## src/logic/dm_pkg.sv

```systemverilog
// shared debug module definitions; NUM_HARTS of at least 2, Access Register over GPRs only
package dm_pkg;

    localparam int NUM_HARTS      = 2;
    localparam int HARTSEL_BITS   = $clog2(NUM_HARTS);
    localparam int DATA_COUNT     = 2;
    localparam int DATA_IDX_BITS  = $clog2(DATA_COUNT);
    localparam int XLEN           = 64;
    localparam int NUM_PHYS_REGS  = 64;
    localparam int PHYS_REG_BITS  = $clog2(NUM_PHYS_REGS);
    localparam int LOGI_REG_BITS  = 5;
    localparam int DMI_ADDR_WIDTH = 7;
    localparam int DMI_DATA_WIDTH = 32;
    localparam int DMI_OP_WIDTH   = 2;

    // dm register map
    localparam logic [DMI_ADDR_WIDTH-1:0] ADDR_DATA0      = 7'h04;
    localparam logic [DMI_ADDR_WIDTH-1:0] ADDR_DMCONTROL  = 7'h10;
    localparam logic [DMI_ADDR_WIDTH-1:0] ADDR_DMSTATUS   = 7'h11;
    localparam logic [DMI_ADDR_WIDTH-1:0] ADDR_ABSTRACTCS = 7'h16;
    localparam logic [DMI_ADDR_WIDTH-1:0] ADDR_COMMAND    = 7'h17;

    localparam logic [15:0] GPR_REGNO_FIRST = 16'h1000;  // x0
    localparam logic [15:0] GPR_REGNO_LAST  = 16'h101f;  // x31
    localparam logic [3:0]  DM_VERSION      = 4'd3;      // spec 1.0

    typedef enum logic [DMI_OP_WIDTH-1:0] {
        DMI_OP_NOP   = 2'd0,
        DMI_OP_READ  = 2'd1,
        DMI_OP_WRITE = 2'd2
    } dmi_op_e;

    typedef enum logic [DMI_OP_WIDTH-1:0] {
        DMI_OK     = 2'd0,
        DMI_FAILED = 2'd2
    } dmi_status_e;

    typedef enum logic [2:0] {
        CMDERR_NONE          = 3'd0,
        CMDERR_NOT_SUPPORTED = 3'd2,
        CMDERR_HALT_RESUME   = 3'd4
    } cmderr_e;

    typedef enum logic [1:0] {
        ST_IDLE,
        ST_RESPOND,
        ST_WAIT_CMD
    } dm_state_e;

    typedef struct packed {
        logic [DMI_ADDR_WIDTH-1:0] addr;
        logic [DMI_DATA_WIDTH-1:0] data;
        dmi_op_e                   op;
    } dmi_req_t;

    typedef struct packed {
        logic [DMI_DATA_WIDTH-1:0] data;
        dmi_status_e               status;
    } dmi_resp_t;

    typedef struct packed {
        logic       haltreq;
        logic       resumereq;
        logic       hartreset;
        logic       ackhavereset;
        logic       ackunavail;
        logic       hasel;
        logic [9:0] hartsello;
        logic [9:0] hartselhi;
        logic       setkeepalive;
        logic       clrkeepalive;
        logic       setresethaltreq;
        logic       clrresethaltreq;
        logic       ndmreset;
        logic       dmactive;
    } dmcontrol_t;

    typedef struct packed {
        logic [6:0] zero0;
        logic       ndmresetpending;
        logic       stickyunavail;
        logic       impebreak;
        logic [1:0] zero1;
        logic       allhavereset;
        logic       anyhavereset;
        logic       allresumeack;
        logic       anyresumeack;
        logic       allnonexistent;
        logic       anynonexistent;
        logic       allunavail;
        logic       anyunavail;
        logic       allrunning;
        logic       anyrunning;
        logic       allhalted;
        logic       anyhalted;
        logic       authenticated;
        logic       authbusy;
        logic       hasresethaltreq;
        logic       confstrptrvalid;
        logic [3:0] version;
    } dmstatus_t;

    typedef struct packed {
        logic [2:0]  zero3;
        logic [4:0]  progbufsize;
        logic [10:0] zero2;
        logic        busy;
        logic        relaxedpriv;
        cmderr_e     cmderr;
        logic [3:0]  zero1;
        logic [3:0]  datacount;
    } abstractcs_t;

    // access register layout, postincrement and postexec bits kept as zero
    typedef struct packed {
        logic [7:0]  cmdtype;
        logic        zero0;
        logic [2:0]  aarsize;
        logic [1:0]  zero1;
        logic        transfer;
        logic        write;
        logic [15:0] regno;
    } command_t;

    typedef struct packed {
        logic [NUM_HARTS-1:0] running;
        logic [NUM_HARTS-1:0] halted;
        logic [NUM_HARTS-1:0] resumeack;
    } hart_status_t;

    typedef struct packed {
        logic [NUM_HARTS-1:0]                    rnm_en;
        logic [NUM_HARTS-1:0][LOGI_REG_BITS-1:0] rnm_reg;
        logic [NUM_HARTS-1:0]                    rf_re;
        logic [NUM_HARTS-1:0]                    rf_we;
        logic [NUM_HARTS-1:0][PHYS_REG_BITS-1:0] rf_preg;
        logic [NUM_HARTS-1:0][XLEN-1:0]          rf_wdata;
    } rf_req_t;

    typedef struct packed {
        logic [NUM_HARTS-1:0][PHYS_REG_BITS-1:0] rnm_preg;
        logic [NUM_HARTS-1:0][XLEN-1:0]          rf_rdata;
    } rf_resp_t;

endpackage

```

## src/logic/data_buf.sv

```systemverilog
// abstract data words; a register read overrides a DMI write, which cannot coincide anyway
module data_buf (
    input  logic                                                    clk_i,
    input  logic                                                    rstn_i,
    input  logic                                                    dmi_we_i,
    input  logic [dm_pkg::DATA_IDX_BITS-1:0]                        dmi_idx_i,
    input  logic [dm_pkg::DMI_DATA_WIDTH-1:0]                       dmi_wdata_i,
    input  logic                                                    rd_we_i,
    input  logic                                                    rd_wide_i,
    input  logic [dm_pkg::XLEN-1:0]                                 rd_data_i,
    output logic [dm_pkg::DATA_COUNT-1:0][dm_pkg::DMI_DATA_WIDTH-1:0] data_o
);
    import dm_pkg::*;

    logic [DATA_COUNT-1:0][DMI_DATA_WIDTH-1:0] data_q;

    always_ff @(posedge clk_i or negedge rstn_i) begin
        if (!rstn_i) begin
            data_q <= '0;
        end else if (rd_we_i) begin
            data_q[0] <= rd_data_i[DMI_DATA_WIDTH-1:0];
            if (rd_wide_i) begin
                data_q[1] <= rd_data_i[XLEN-1:DMI_DATA_WIDTH];  // upper half to data1
            end
        end else if (dmi_we_i) begin
            data_q[dmi_idx_i] <= dmi_wdata_i;
        end
    end

    assign data_o = data_q;

endmodule

```

## src/logic/abstract_cmd.sv

```systemverilog
// access register only, no postexec; transfer needs a halted hart and GPR regno
module abstract_cmd (
    input  logic                                                    clk_i,
    input  logic                                                    rstn_i,
    input  logic                                                    cmd_start_i,
    input  logic                                                    wr_abstractcs_i,
    input  logic [dm_pkg::DMI_DATA_WIDTH-1:0]                       wdata_i,
    input  logic [dm_pkg::HARTSEL_BITS-1:0]                         hartsel_i,
    input  logic                                                    sel_halted_i,
    input  logic [dm_pkg::DATA_COUNT-1:0][dm_pkg::DMI_DATA_WIDTH-1:0] data_i,
    output logic                                                    cmd_done_o,
    output dm_pkg::abstractcs_t                                     abstractcs_o,
    output logic                                                    rd_we_o,
    output logic                                                    rd_wide_o,
    output logic [dm_pkg::XLEN-1:0]                                 rd_data_o,
    output dm_pkg::rf_req_t                                         rf_req_o,
    input  dm_pkg::rf_resp_t                                        rf_resp_i
);
    import dm_pkg::*;

    command_t                 cmd;
    abstractcs_t              wr_acs;
    logic                     gpr_ok;
    logic                     size_ok;
    cmderr_e                  cmderr_q;
    logic                     rnm_q;   // rename cycle
    logic                     rf_q;    // regfile cycle
    logic                     done_q;
    logic [LOGI_REG_BITS-1:0] lreg_q;
    logic                     write_q;
    logic                     wide_q;
    logic [PHYS_REG_BITS-1:0] preg_q;
    logic [XLEN-1:0]          wr_data;

    assign cmd     = command_t'(wdata_i);
    assign wr_acs  = abstractcs_t'(wdata_i);
    assign gpr_ok  = (cmd.regno >= GPR_REGNO_FIRST) && (cmd.regno <= GPR_REGNO_LAST);
    assign size_ok = (cmd.aarsize == 3'd2) || (cmd.aarsize == 3'd3);

    always_ff @(posedge clk_i or negedge rstn_i) begin
        if (!rstn_i) begin
            cmderr_q <= CMDERR_NONE;
            rnm_q    <= 1'b0;
            rf_q     <= 1'b0;
            done_q   <= 1'b0;
        end else begin
            rnm_q  <= 1'b0;
            rf_q   <= rnm_q;
            done_q <= rf_q;  // answer after the write-back edge
            if (wr_abstractcs_i) begin
                cmderr_q <= cmderr_e'(cmderr_q & ~wr_acs.cmderr);  // write 1 to clear
            end else if (cmd_start_i) begin
                if (cmderr_q != CMDERR_NONE) begin
                    done_q <= 1'b1;
                end else if (!sel_halted_i) begin
                    cmderr_q <= CMDERR_HALT_RESUME;
                    done_q   <= 1'b1;
                end else if (cmd.cmdtype != 8'd0 || (cmd.transfer && !(gpr_ok && size_ok))) begin
                    cmderr_q <= CMDERR_NOT_SUPPORTED;
                    done_q   <= 1'b1;
                end else begin
                    rnm_q  <= cmd.transfer;
                    done_q <= !cmd.transfer;
                end
            end
        end
    end

    always_ff @(posedge clk_i) begin
        if (cmd_start_i) begin
            lreg_q  <= cmd.regno[LOGI_REG_BITS-1:0];
            write_q <= cmd.write;
            wide_q  <= (cmd.aarsize == 3'd3);
        end
        if (rnm_q) begin
            preg_q <= rf_resp_i.rnm_preg[hartsel_i];
        end
    end

    assign wr_data = wide_q ? {data_i[1], data_i[0]} : {{(XLEN-DMI_DATA_WIDTH){1'b0}}, data_i[0]};

    // only the selected hart sees enables, the rest stay zero
    always_comb begin
        rf_req_o = '0;
        for (int h = 0; h < NUM_HARTS; h++) begin
            if (h == int'(hartsel_i)) begin
                rf_req_o.rnm_en[h]   = rnm_q;
                rf_req_o.rnm_reg[h]  = lreg_q;
                rf_req_o.rf_re[h]    = rf_q && !write_q;
                rf_req_o.rf_we[h]    = rf_q && write_q;
                rf_req_o.rf_preg[h]  = preg_q;
                rf_req_o.rf_wdata[h] = wr_data;
            end
        end
    end

    assign rd_we_o    = rf_q && !write_q;
    assign rd_wide_o  = wide_q;
    assign rd_data_o  = rf_resp_i.rf_rdata[hartsel_i];
    assign cmd_done_o = done_q;

    always_comb begin
        abstractcs_o           = '0;
        abstractcs_o.datacount = 4'(DATA_COUNT);
        abstractcs_o.busy      = rnm_q || rf_q;
        abstractcs_o.cmderr    = cmderr_q;
    end

    // each regfile access follows a rename on the same hart, never read and write at once
    a_rf_after_rename: assert property (@(posedge clk_i) disable iff (!rstn_i)
        |(rf_req_o.rf_re | rf_req_o.rf_we) |->
            !(|(rf_req_o.rf_re & rf_req_o.rf_we)) &&
            ($past(rf_req_o.rnm_en) == (rf_req_o.rf_re | rf_req_o.rf_we)));

endmodule

```

## src/logic/hart_ctrl.sv

```systemverilog
// run control; dmstatus summarizes the selected hart only, no hart array window
module hart_ctrl (
    input  logic                              clk_i,
    input  logic                              rstn_i,
    input  logic                              wr_dmcontrol_i,
    input  logic [dm_pkg::DMI_DATA_WIDTH-1:0] wdata_i,
    input  dm_pkg::hart_status_t              status_i,
    output logic [dm_pkg::NUM_HARTS-1:0]      halt_req_o,
    output logic [dm_pkg::NUM_HARTS-1:0]      resume_req_o,
    output logic [dm_pkg::HARTSEL_BITS-1:0]   hartsel_o,
    output logic                              sel_halted_o,
    output dm_pkg::dmcontrol_t                dmcontrol_o,
    output dm_pkg::dmstatus_t                 dmstatus_o
);
    import dm_pkg::*;

    dmcontrol_t              wr_ctl;
    logic [19:0]             wr_hartsel;
    logic [HARTSEL_BITS-1:0] hartsel_q, hartsel_d;
    logic                    dmactive_q;
    logic [NUM_HARTS-1:0]    haltreq_q, haltreq_d;
    logic [NUM_HARTS-1:0]    resumereq_q, resumereq_d;
    logic [NUM_HARTS-1:0]    ack_q, ack_d;

    assign wr_ctl     = dmcontrol_t'(wdata_i);
    assign wr_hartsel = {wr_ctl.hartselhi, wr_ctl.hartsello};

    always_comb begin
        hartsel_d   = hartsel_q;
        haltreq_d   = haltreq_q;
        resumereq_d = resumereq_q & ~status_i.resumeack;  // drop once acked
        ack_d       = ack_q | status_i.resumeack;
        if (wr_dmcontrol_i) begin
            if (wr_hartsel < 20'(NUM_HARTS)) begin
                hartsel_d = wr_hartsel[HARTSEL_BITS-1:0];
            end
            haltreq_d[hartsel_d] = wr_ctl.haltreq;
            if (wr_ctl.haltreq) begin
                resumereq_d[hartsel_d] = 1'b0;  // halt wins over a pending resume
            end else if (!haltreq_q[hartsel_d]) begin
                resumereq_d[hartsel_d] = wr_ctl.resumereq;
                if (wr_ctl.resumereq) begin
                    ack_d[hartsel_d] = 1'b0;
                end
            end
        end
    end

    always_ff @(posedge clk_i or negedge rstn_i) begin
        if (!rstn_i) begin
            hartsel_q   <= '0;
            dmactive_q  <= 1'b0;
            haltreq_q   <= '0;
            resumereq_q <= '0;
            ack_q       <= '0;
        end else begin
            hartsel_q   <= hartsel_d;
            haltreq_q   <= haltreq_d;
            resumereq_q <= resumereq_d;
            ack_q       <= ack_d;
            if (wr_dmcontrol_i) begin
                dmactive_q <= wr_ctl.dmactive;
            end
        end
    end

    assign halt_req_o   = haltreq_q;
    assign resume_req_o = resumereq_q;
    assign hartsel_o    = hartsel_q;
    assign sel_halted_o = status_i.halted[hartsel_q];

    always_comb begin
        dmcontrol_o           = '0;
        dmcontrol_o.haltreq   = haltreq_q[hartsel_q];
        dmcontrol_o.hartsello = 10'(hartsel_q);
        dmcontrol_o.dmactive  = dmactive_q;

        dmstatus_o               = '0;
        dmstatus_o.allresumeack  = ack_q[hartsel_q];
        dmstatus_o.anyresumeack  = ack_q[hartsel_q];
        dmstatus_o.allrunning    = status_i.running[hartsel_q];
        dmstatus_o.anyrunning    = status_i.running[hartsel_q];
        dmstatus_o.allhalted     = status_i.halted[hartsel_q];
        dmstatus_o.anyhalted     = status_i.halted[hartsel_q];
        dmstatus_o.authenticated = 1'b1;  // no auth scheme
        dmstatus_o.version       = DM_VERSION;
    end

    a_no_halt_and_resume: assert property (@(posedge clk_i) disable iff (!rstn_i)
        !(|(haltreq_q & resumereq_q)));

endmodule

```

## src/logic/dmi_front.sv

```systemverilog
// dmi front end; one transaction in flight, every response status is ok
module dmi_front (
    input  logic                                                    clk_i,
    input  logic                                                    rstn_i,
    input  logic                                                    req_valid_i,
    output logic                                                    req_ready_o,
    input  dm_pkg::dmi_req_t                                        req_i,
    output logic                                                    resp_valid_o,
    input  logic                                                    resp_ready_i,
    output dm_pkg::dmi_resp_t                                       resp_o,
    input  dm_pkg::dmstatus_t                                       dmstatus_i,
    input  dm_pkg::abstractcs_t                                     abstractcs_i,
    input  dm_pkg::dmcontrol_t                                      dmcontrol_i,
    input  logic [dm_pkg::DATA_COUNT-1:0][dm_pkg::DMI_DATA_WIDTH-1:0] data_i,
    input  logic                                                    cmd_done_i,
    output logic                                                    wr_dmcontrol_o,
    output logic                                                    wr_abstractcs_o,
    output logic                                                    cmd_start_o,
    output logic [dm_pkg::DMI_DATA_WIDTH-1:0]                       wdata_o,
    output logic                                                    data_we_o,
    output logic [dm_pkg::DATA_IDX_BITS-1:0]                        data_idx_o
);
    import dm_pkg::*;

    dm_state_e                 state_q, state_d;
    dmi_resp_t                 resp_q, resp_d;
    logic                      accept;
    logic                      is_write;
    logic                      is_data;
    logic [DMI_ADDR_WIDTH-1:0] data_off;

    assign req_ready_o = (state_q == ST_IDLE);
    assign accept      = req_valid_i && req_ready_o;
    assign is_write    = (req_i.op == DMI_OP_WRITE);
    assign data_off    = req_i.addr - ADDR_DATA0;  // wraps high below data0
    assign is_data     = data_off < DMI_ADDR_WIDTH'(DATA_COUNT);

    // write strobes fire in the accept cycle
    assign wr_dmcontrol_o  = accept && is_write && (req_i.addr == ADDR_DMCONTROL);
    assign wr_abstractcs_o = accept && is_write && (req_i.addr == ADDR_ABSTRACTCS);
    assign cmd_start_o     = accept && is_write && (req_i.addr == ADDR_COMMAND);
    assign data_we_o       = accept && is_write && is_data;
    assign data_idx_o      = data_off[DATA_IDX_BITS-1:0];
    assign wdata_o         = req_i.data;

    // read data, writes and nops answer zero
    always_comb begin
        resp_d.data   = '0;
        resp_d.status = DMI_OK;
        if (req_i.op == DMI_OP_READ) begin
            case (req_i.addr)
                ADDR_DMCONTROL:  resp_d.data = dmcontrol_i;
                ADDR_DMSTATUS:   resp_d.data = dmstatus_i;
                ADDR_ABSTRACTCS: resp_d.data = abstractcs_i;
                default: begin
                    if (is_data) begin
                        resp_d.data = data_i[data_idx_o];
                    end
                end
            endcase
        end
    end

    always_comb begin
        state_d = state_q;
        case (state_q)
            ST_IDLE: begin
                if (accept) begin
                    state_d = cmd_start_o ? ST_WAIT_CMD : ST_RESPOND;
                end
            end
            ST_RESPOND: begin
                if (resp_ready_i) begin
                    state_d = ST_IDLE;
                end
            end
            ST_WAIT_CMD: begin
                if (cmd_done_i) begin
                    state_d = resp_ready_i ? ST_IDLE : ST_RESPOND;  // park if stalled
                end
            end
            default: state_d = ST_IDLE;
        endcase
    end

    assign resp_valid_o = (state_q == ST_RESPOND) || ((state_q == ST_WAIT_CMD) && cmd_done_i);
    assign resp_o       = resp_q;

    always_ff @(posedge clk_i or negedge rstn_i) begin
        if (!rstn_i) begin
            state_q <= ST_IDLE;
        end else begin
            state_q <= state_d;
        end
    end

    always_ff @(posedge clk_i) begin
        if (accept) begin
            resp_q <= resp_d;
        end
    end

    // covers the command path too, where valid comes from abstract_cmd
    a_resp_hold: assert property (@(posedge clk_i) disable iff (!rstn_i)
        resp_valid_o && !resp_ready_i |=> resp_valid_o && $stable(resp_o));

endmodule

```

## src/logic/dm_top.sv

```systemverilog
// debug module top; hart side must answer rename and regfile reads in the same cycle
module dm_top (
    input  logic                          clk_i,
    input  logic                          rstn_i,
    input  logic                          req_valid_i,
    output logic                          req_ready_o,
    input  dm_pkg::dmi_req_t              req_i,
    output logic                          resp_valid_o,
    input  logic                          resp_ready_i,
    output dm_pkg::dmi_resp_t             resp_o,
    output logic [dm_pkg::NUM_HARTS-1:0]  halt_req_o,
    output logic [dm_pkg::NUM_HARTS-1:0]  resume_req_o,
    input  dm_pkg::hart_status_t          status_i,
    output dm_pkg::rf_req_t               rf_req_o,
    input  dm_pkg::rf_resp_t              rf_resp_i
);
    import dm_pkg::*;

    logic                                      wr_dmcontrol;
    logic                                      wr_abstractcs;
    logic                                      cmd_start;
    logic                                      cmd_done;
    logic [DMI_DATA_WIDTH-1:0]                 wdata;
    logic                                      data_we;
    logic [DATA_IDX_BITS-1:0]                  data_idx;
    logic [DATA_COUNT-1:0][DMI_DATA_WIDTH-1:0] data;
    logic [HARTSEL_BITS-1:0]                   hartsel;
    logic                                      sel_halted;
    logic                                      rd_we;
    logic                                      rd_wide;
    logic [XLEN-1:0]                           rd_data;
    dmcontrol_t                                dmcontrol;
    dmstatus_t                                 dmstatus;
    abstractcs_t                               abstractcs;

    dmi_front dmi_front_i (
        .clk_i, .rstn_i, .req_valid_i, .req_ready_o, .req_i,
        .resp_valid_o, .resp_ready_i, .resp_o,
        .dmstatus_i(dmstatus), .abstractcs_i(abstractcs), .dmcontrol_i(dmcontrol),
        .data_i(data), .cmd_done_i(cmd_done),
        .wr_dmcontrol_o(wr_dmcontrol), .wr_abstractcs_o(wr_abstractcs),
        .cmd_start_o(cmd_start), .wdata_o(wdata),
        .data_we_o(data_we), .data_idx_o(data_idx)
    );

    hart_ctrl hart_ctrl_i (
        .clk_i, .rstn_i, .wr_dmcontrol_i(wr_dmcontrol), .wdata_i(wdata), .status_i,
        .halt_req_o, .resume_req_o, .hartsel_o(hartsel), .sel_halted_o(sel_halted),
        .dmcontrol_o(dmcontrol), .dmstatus_o(dmstatus)
    );

    abstract_cmd abstract_cmd_i (
        .clk_i, .rstn_i, .cmd_start_i(cmd_start), .wr_abstractcs_i(wr_abstractcs),
        .wdata_i(wdata), .hartsel_i(hartsel), .sel_halted_i(sel_halted), .data_i(data),
        .cmd_done_o(cmd_done), .abstractcs_o(abstractcs),
        .rd_we_o(rd_we), .rd_wide_o(rd_wide), .rd_data_o(rd_data),
        .rf_req_o, .rf_resp_i
    );

    data_buf data_buf_i (
        .clk_i, .rstn_i, .dmi_we_i(data_we), .dmi_idx_i(data_idx), .dmi_wdata_i(wdata),
        .rd_we_i(rd_we), .rd_wide_i(rd_wide), .rd_data_i(rd_data), .data_o(data)
    );

endmodule

```

## config.mk

```make
export PLATFORM = sky130hd
export DESIGN_NAME = dm_top
export DESIGN_NICKNAME = d
export VERILOG_FILES = /design/src/logic/dm_pkg.sv /design/src/logic/data_buf.sv /design/src/logic/abstract_cmd.sv /design/src/logic/hart_ctrl.sv /design/src/logic/dmi_front.sv /design/src/logic/dm_top.sv
export SDC_FILE = /design/constraint.sdc
export NUM_CORES = 1
export LEC_CHECK = 0
export ABC_CLOCK_PERIOD_IN_PS = 4200
export BUFFER_PORTS_ARGS = -buffer_cell sky130_fd_sc_hd__buf_2
export CELL_PAD_IN_SITES_DETAIL_PLACEMENT = 0
export CELL_PAD_IN_SITES_GLOBAL_PLACEMENT = 1
export CORE_ASPECT_RATIO = 1.4
export CORE_MARGIN = 1
export CORE_UTILIZATION = 33
export CTS_CLUSTER_DIAMETER = 30
export DETAILED_ROUTE_END_ITERATION = 8
export GPL_TIMING_DRIVEN = 0
export PLACE_DENSITY_LB_ADDON = 0.1
export SYNTH_ARGS = -nofsm -noshare
export SYNTH_HDL_FRONTEND = slang
export SYNTH_SLANG_ARGS = --single-unit
```

## constraint.sdc

```tcl
create_clock -name clk_i -period 4.2 [get_ports clk_i]
set_input_delay 0.84 -clock clk_i [delete_from_list [all_inputs] [get_ports clk_i]]
set_output_delay 0.84 -clock clk_i [all_outputs]
set_load 0.005 [all_outputs]
```

## Word level (Yosys, flattened, before mapping)

Cells that the tools add are included.

| operators by class | value |
|---|---|
| eq/ne operators | 16 |
| multiplexer cells | 71 |
| div/mod/pow operators | 0 |
| shifts and indexed selects | 0 |
| reductions and logical operators | 29 |
| $lt $le $gt $ge | 9 |
| add/sub/neg operators | 1 |
| multipliers | 0 |
| bitwise operators | 8 |

Operators by type and width:

| kind | count |
|---|---|
| two-way mux 64 bit | 7 |
| two-way mux 32 bit | 5 |
| case mux 32 bit (3 select lines) | 1 |
| bitwise mux 64 bit | 1 |
| demux 32 bit (select 1 bit) | 1 |
| two-way mux 1 bit | 30 |
| == test 7 x 5 -> 1 bit, second input constant | 4 |
| two-way mux 6 bit | 4 |
| two-way mux 2 bit | 11 |
| < comparator 20 x 2 -> 1 bit, second input constant | 1 |
| >= comparator 16 x 13 -> 1 bit, second input constant | 1 |
| <= comparator 16 x 13 -> 1 bit, second input constant | 1 |
| two-way mux 3 bit | 5 |
| logical AND 1 bit | 14 |
| two-way mux 5 bit | 2 |
| nonzero test 8 bit | 1 |
| < comparator 7 x 2 -> 1 bit, second input constant | 1 |
| subtractor 7 x 3 -> 7 bit, second input constant | 1 |
| bitwise AND 2 bit | 3 |
| == test 3 x 2 -> 1 bit, second input constant | 2 |
| < comparator 1 x 2 -> 1 bit, second input constant | 3 |
| inequality test 2 bit, second input constant | 3 |
| case mux 2 bit (3 select lines) | 1 |
| AND reduction 3 bit | 2 |
| other kinds (17) | 29 |

| storage, ports and cells | value |
|---|---|
| memory bits (writable) | 0 |
| word-level logic and storage cells | 151 |
| output and inout port bits | 196 |
| latch bits | 0 |
| ROM bits | 0 |
| flip-flop bits (word level) | 125 |
| memories | 0 |
| input port bits | 191 |

## Depth between registers and ports, before layout

Gate-level depths: netlist of run 1.

| depth | value |
|---|---|
| depth after elaboration | 15 |
| gate-level depth with buffers | 9 |
| depth with buffers taken out | 7 |

## Cells and area by module

A second synthesis of run 1 with hierarchy kept.

| unflattened totals | value |
|---|---|
| cell total of the unflattened synthesis | 1,105 |
| area total of the unflattened synthesis | 10,635.2 um^2 |

By module, submodules not included:

| module | area each (um^2) | sequential area each (um^2) | times used | cells an instance |
|---|---|---|---|---|
| data_buf | 3,941.3 | 1,601.5 | 1 | 369 |
| abstract_cmd | 2,976.6 | 540.5 | 1 | 355 |
| dmi_front | 2,708.8 | 1,011.0 | 1 | 258 |
| hart_ctrl | 1,008.5 | 200.2 | 1 | 123 |

## Least setup slack after synthesis of run 1

OpenSTA, ideal clock, no wires.

| timing path | value |
|---|---|
| path type | input-to-reg |
| start point | input port req_valid_i |
| end point | register hart_ctrl_i.ack_q[1] |
| data required time | 4.081 ns |
| path buffers | 0 |
| arrival time | 3.522 ns |
| setup time | 0.119 ns |
| stages | 5 |
| path slack | 0.559 ns |
| cell sequence | nor3b_2 -> nand4_1 -> or3b_1 -> a211o_1 -> o21a_1 |

| on the way | value |
|---|---|
| longest elaborated chain between the ends | 4 |

Ends and longest elaborated chain:

| what | RTL line | RTL |
|---|---|---|
| from (decl) | dm_top.sv:5 | `input logic req_valid_i,` |
| logical AND 1 bit | dmi_front.sv:33 | `assign accept = req_valid_i && req_ready_o;` |
| logical AND 1 bit (2 in a row) | dmi_front.sv:39 | `assign wr_dmcontrol_o = accept && is_write && (req_i.addr == ADDR_DMCONTROL);` |
| two-way mux 2 bit | hart_ctrl.sv:33 | `if (wr_dmcontrol_i) begin` |
| named net hart_ctrl_i.ack_d[1] | hart_ctrl.sv:23 | `logic [NUM_HARTS-1:0] ack_q, ack_d;` |
| to (signal assigned) | hart_ctrl.sv:60 | `ack_q <= ack_d;` |
| to (decl) | hart_ctrl.sv:23 |  |

The timed path passes the listed nets, and every way through them passes these cells.
A chain may end at the register's enable or synchronous reset.

==> impl_results.md, run 1 <==
* Delay-heaviest family, CP: buffers and inverters
* HP Class: in -> async
* Clk pin slew, worst setup/hold paths at 60 ps
* DR vias/cell at 5.12
* Ys async rst share at 64.0%
* WL per Instance at roughly 23 um
* Fin cells at 1592
* Drt initial violations at 393
* DIE AREA at about 24000 um2
* Part of the cycle the worst path needs at 88.3%
* Synth warn at 0
* Main synth FF type: dfrtp_1
* Design area at 10900 um2
* Yosys top cell by area: dfrtp_1
* Row cnt at 66
* Gr ovfl total at 0
* Most frequent cell on the critical path: buf_2
* Antenna violations before repair at 1
* Placed Instances at 1560
* Share of the synthesized area in the top cell type at 25.5%
* CP max stage cell: buf_1
* CTS tree: yes
* Detail Route Antenna Nets at 0
* Slew headroom at between 30% and 40%
* Routed WL at about 36 mm
* Port buffer count at between 300 and 400
* Area Overhead vs Synth at 39.3%
* Vias in the first global route at between 8000 and 9000
* Area of the multi-input gates at 4140 um2
* Placed Area at roughly 10000 um2
* Critical path arrival at 2870 ps
* H-tree depth at 4
* DR pass1 iterations at 5
* Cell area after synthesis at 7850 um2
* CTS resizes at 0
* Die X at ~130 um
* CP peak stage delay at slightly below 700 ps
* Cell-internal power at 2660 uW
* Sequential share of the synthesized area at 42.7%
* Core region area at between 20000 and 25000 um2
* Peak supply drop at 0.267 mV
* CTS sink cnt at 125
* Status: finished clean
* Seq cells post-synth at 125
* CP Launch Type: flip-flop
* Required @ worst endpoint at 3360 ps
* Final Max Slew Viols at 0
* Max Freq at 270 MHz
* Power, Total at ~3500 uW
* Synth area leaders: dfrtp_1, edfxtp_1, mux2i_1
* Syn Area/Cell at between 9 and 10 um2
* Final Wtd Congestion at about 0.84
* CP Capture Type: output pin
* Initial core utilization at about a third
* Dpl hpwl at ~28 mm
* Seq pwr share at 39.2%
* Hold Buf Count CTS at 0
* Share of layout cells above drive strength 1 at 36.8%
* Clk_lat worst skew at roughly 430 ps
* Final setup viols at 0
* FILL cells at 2413
* FF/Latch Area at 3350 um2
* Worst Setup Path Type: reg -> out
* Gate power share at 10.9%
* EDFF count, synth at 45
* Residual DRC at 0
* Worst path bufs/invs at 5
* Final design utilization at 46.9%
* Via count at between 8000 and 9000
* I/O pin cnt at ~390
* TritonCTS buffer count at 17
* Final clock skew at around 8.2 ps
* Clock power share at 49.9%
* Die Y at between 150 and 200 um
* Sw Share at between 20% and 30%
* CTS max path bufs at 2
* Root Buffer: clkbuf_16
* Antenna Diode Count at 0
* Global-route wire length before repair at 51.3 mm
* Switch Pwr at 844 uW
* Fin nets at 1467
* Pwr/cell area at around 320 nW/um2
* Total GRT Usage at 29.2%
* Critical Path, Cell by Cell: clkbuf_8, buf_2, buf_1, clkbuf_1, and3_1, buf_2
* Pin count of the biggest net entering global routing at 45
* Syn Inst Count at 867
* Final Hold Viols at 0
* RSZ-0062 raised after global routing: false
* Synth cell types at 60
* Post-layout minimum cycle time at 3710 ps
* Post-CTS Setup Repair Bufs at 0
* Maximum fanout along the worst path at 10
* Worst-margin pin slew at 964 ps
* Pleak at 0.00539 uW
* Max Cap Viol at 0
==> power by group through the flow <==
| stage | sequential (uW) | combinational, uW | clock, uW |
|---|---|---|---|
| floorplan | 1380 | 146 | 0 |
| global placement | 1400 | 364 | 0 |
| detailed placement | 1400 | 386 | 0 |
| CTS | 1380 | 388 | 1760 |
| global route | 1380 | 417 | 1810 |
| finish | 1370 | 384 | 1750 |
==> synthesized netlist by cell type (all sizes together), types with 2 or more instances <==
| master | n |
|---|---|
| o31ai | 2 |
| inv | 9 |
| a221oi | 5 |
| nor3b | 4 |
| edfxtp | 45 |
| and3 | 36 |
| nor2b | 79 |
| nand2b | 5 |
| o21ai | 3 |
| ha | 3 |
| dfrtp | 80 |
| a211oi | 35 |
| nor4b | 3 |
| a21boi | 2 |
| or3 | 3 |
| nand2 | 77 |
| nor4 | 6 |
| and2 | 78 |
| clkbuf | 48 |
| a21o | 2 |
| nor3 | 3 |
| a31oi | 65 |
| a21oi | 41 |
| buf | 27 |
| and4 | 2 |
| nor2 | 104 |
| nand3 | 5 |
| mux2i | 58 |
| mux2 | 19 |
==> state kept, by name (all words and copies together) (netlist names), 2 cells and up <==
name                      cells
abstract_cmd_i.lreg_q         5
hart_ctrl_i.halt_req_o        2
hart_ctrl_i.resume_req_o      2
abstract_cmd_i.preg_q         6
hart_ctrl_i.ack_q             2
data_buf_i.data_o            64
dmi_front_i.resp_o           32
dmi_front_i.state_q           2
abstract_cmd_i.cmderr_q       3
==> per-layer routing <==
layer | wire (um) | track usage (%) | vias up
li1 | - | - | 3866
met1 | 14200 | 33.6 | 3893
met2 | 19000 | 54.2 | 351
met3 | 2030 | 5.20 | 42
met4 | 853 | 10.1 | 0
met5 | 0 | 0 | -
==> cell type report <==
cell class              instances  share of cell area [%]
well taps                     306                    3.50
clock inverters                13                    2.15
repair buffers                386                    18.3
clock buffers                  19                    4.14
inverters                       9                   0.309
multi-input cells             659                    37.8
flip-flops and latches        125                    30.7
plain buffers                  75                    3.05
==> layout by cell type, fill, tap and decap left out, types with 3 or more instances in the layout <==
master     count
a211oi_1      35
a21oi_1       41
a221oi_1       5
a31oi_1       65
and2_1        77
and3_1        36
buf_1          4
buf_16         3
buf_2        400
buf_4          6
bufinv_16      6
clkbuf_1      47
clkbuf_16     17
clkbuf_8       3
dfrtp_1       80
edfxtp_1      45
ha_1           3
inv_1          9
mux2_2        17
mux2i_1       58
nand2_1       77
nand2b_1       5
nand3_1        3
nor2_1       104
nor2b_1       79
nor4_1         5
nor4b_1        3
o21ai_0        3
==> per-stage QoR <==
stage	TNS (ps)	hold WS, ps	worst slack (ps)
2_1_floorplan	0	446	559
3_3_place_gp	-89770	473	-1310
3_5_place_dp	0	475	876
4_1_cts	0	413	415
5_1_grt	0	430	314
6_report	0	393	491
==> kinds of logic after synthesis <==
kind of cell / count (synthesis) / synth area share (%)
AO/OA/AOI/OAI: 163 / 13.7
AND/OR/NAND/NOR: 413 / 28.1
adder cells (fa/ha/maj): 3 / 0.479
XOR/XNOR: 1 / 0.112
multiplexers: 77 / 10.2
flip-flops: 125 / 42.7
other: 1 / 0.0478
buffers and inverters: 84 / 4.67
==> final timing paths <==
kind	to	start	depth (start not counted)	slack [ps]
min reg2reg	hart_ctrl_i.dmactive_q	hart_ctrl_i.dmactive_q	2	500
min in group clk_i	hart_ctrl_i.dmactive_q	hart_ctrl_i.dmactive_q	2	500
max in group asynchronous	hart_ctrl_i.halt_req_o[1]	rstn_i	2	3160
max	rf_req_o[125]	hart_ctrl_i.hartsel_o	6	490
min	data_buf_i.data_o[47]	rstn_i	1	390
max reg2reg	data_buf_i.data_o[57]	dmi_front_i.state_q[0]	6	1440
No activity file was read; power rests on OpenSTA's default activity.
==> inputs of run 2 (changes only) <==
--- a/config.mk
+++ b/config.mk
@@ -15,7 +15,8 @@
 export CTS_CLUSTER_DIAMETER = 30
 export DETAILED_ROUTE_END_ITERATION = 8
 export GPL_TIMING_DRIVEN = 0
-export PLACE_DENSITY_LB_ADDON = 0.1
+export PLACE_DENSITY = 0.83
+export RECOVER_POWER = 50
 export SYNTH_ARGS = -nofsm -noshare
 export SYNTH_HDL_FRONTEND = slang
 export SYNTH_SLANG_ARGS = --single-unit
==> impl_results.md, run 2 (synthesized netlist as in run 1, its figures left out) <==
* Fin cells at 1594
* Final design utilization at around 46%
* Root Buffer: clkbuf_16
* Part of the cycle the worst path needs at 90.5%
* CP Capture Type: output pin
* RSZ-0062 raised after global routing: false
* Commonest non-fill, non-tap cell in the layout: buf_2
* Critical path arrival at 2960 ps
* Max Freq at 263 MHz
* DR pass1 iterations at 5
* Worst-margin pin slew at 2210 ps
* Antenna violations before repair at 2
* Row cnt at 66
* H-tree depth at 4
* Vias in the first global route at 8194
* Core region area at 23300 um2
* Port buffer count at 383
* CTS max path bufs at 2
* Drt initial violations at between 400 and 500
* Detail Route Antenna Nets at 0
* Slew headroom at -47.1%
* HP Class: reg -> reg
* Fin nets at 1467
* Clk_lat worst skew at 430 ps
* Status: finished, violations left
* Final Max Slew Viols at 48
* Worst Setup Path Type: reg -> out
* Routed WL at about 36 mm
* Total GRT Usage at 29.4%
* WL per Instance at roughly 23 um
* Via count at between 8000 and 9000
* Post-CTS Setup Repair Bufs at 0
* DR vias/cell at ~5.3
* Initial core utilization at approximately a third
* Dpl hpwl at around 28 mm
* Final clock skew at 13.3 ps
* Placed Area at 10200 um2
* CP Launch Type: flip-flop
* Critical Path, Cell by Cell: clkbuf_8, buf_2, buf_1, clkbuf_1, and3_1, buf_2
* Post-layout minimum cycle time at around 3800 ps
* CP peak stage delay at 680 ps
* Share of layout cells above drive strength 1 at approximately 33%
* Design area at 10700 um2
* Maximum fanout along the worst path at 10
* Gr ovfl total at 0
* Violated checks: max-capacitance violations, max-slew violations
* Max Cap Viol at 2
* DIE AREA at 24400 um2
* Final Hold Viols at 0
* Pwr/cell area at 310 nW/um2
* CTS tree: yes
* Placed Instances at approximately 1600
* Area Overhead vs Synth at 36.9%
* TritonCTS buffer count at 17
* CP max stage cell: buf_1
* Hold Buf Count CTS at 0
* Pin count of the biggest net entering global routing at 44
* Peak supply drop at 0.261 mV
* Largest register FFs at 64
* CTS sink cnt at 125
* CTS resizes at 0
* Die Y at 184 um
* I/O pin cnt at roughly 390
* Residual DRC at 0
* Most frequent cell on the critical path: buf_2
* Clk pin slew, worst setup/hold paths at 60 ps
* Pleak at about 0.0052 uW
* Required @ worst endpoint at 3360 ps
* Final setup viols at 0
* Die X at 132 um
* Final Wtd Congestion at 0.879
* Most frequent cells in the layout: buf_2, nor2_1, clkbuf_1, dfrtp_1, nor2b_1
* Global-route wire length before repair at 51.5 mm
run 2: stage by stage:
step	power (uW)	hold WS, ps	TNS, ps	setup slack, ps
2_1_floorplan	1520	446	0	559
3_3_place_gp	1760	480	-77780	-1110
5_1_grt	3440	543	0	321
6_report	3320	525	0	398
4_1_cts	3360	411	0	367
3_5_place_dp	1780	504	0	826
run 2: critical path: cells and delay by family, from the launching register on:
kind                   cells  cell delay [ps]
buffers and inverters      5             1880
DFF                        1              340
and+or+nand+nor            1              320
run 2: where the power goes:
part	leakage [uW]	internal, uW	switching (uW)
clock network	0.000290	997	584
registers	0.00138	1320	51.7
logic	0.00354	173	194
total	0.00521	2490	829
run 2: worst paths after layout:
path	startpoint	end	slack [ps]	cells past startpoint
worst max-delay path	hart_ctrl_i.hartsel_o	rf_req_o[141]	400	6
worst min-delay path	hart_ctrl_i.dmactive_q	hart_ctrl_i.dmactive_q	530	2
worst max register to register	dmi_front_i.state_q[0]	data_buf_i.data_o[16]	640	8
worst min register to register	hart_ctrl_i.dmactive_q	hart_ctrl_i.dmactive_q	530	2
max in group asynchronous	rstn_i	data_buf_i.data_o[54]	940	2
min in group asynchronous	rstn_i	data_buf_i.data_o[3]	1060	1
run 2: layer usage:
metal | vias up | global-route usage [%] | share of wire, %
met1 | 4019 | 33.7 | 39
met3 | 66 | 5.45 | 6.1
li1 | 3870 | - | -
met2 | 442 | 53.4 | 52
met4 | 2 | 12.1 | 3.3
met5 | - | 0 | 0.036
run 2: cell type report:
class                           count  area (um2)
Sequential cell                   125        3350
Fill cell                        2458       12500
Antenna cell                        2        5.00
Clock buffer                       19         433
Inverter                            9        33.8
Buffer                             75         327
Tap cell                          306         383
Clock inverter                     13         190
Multi-Input combinational cell    659        4120
Timing Repair Buffer              386        1900
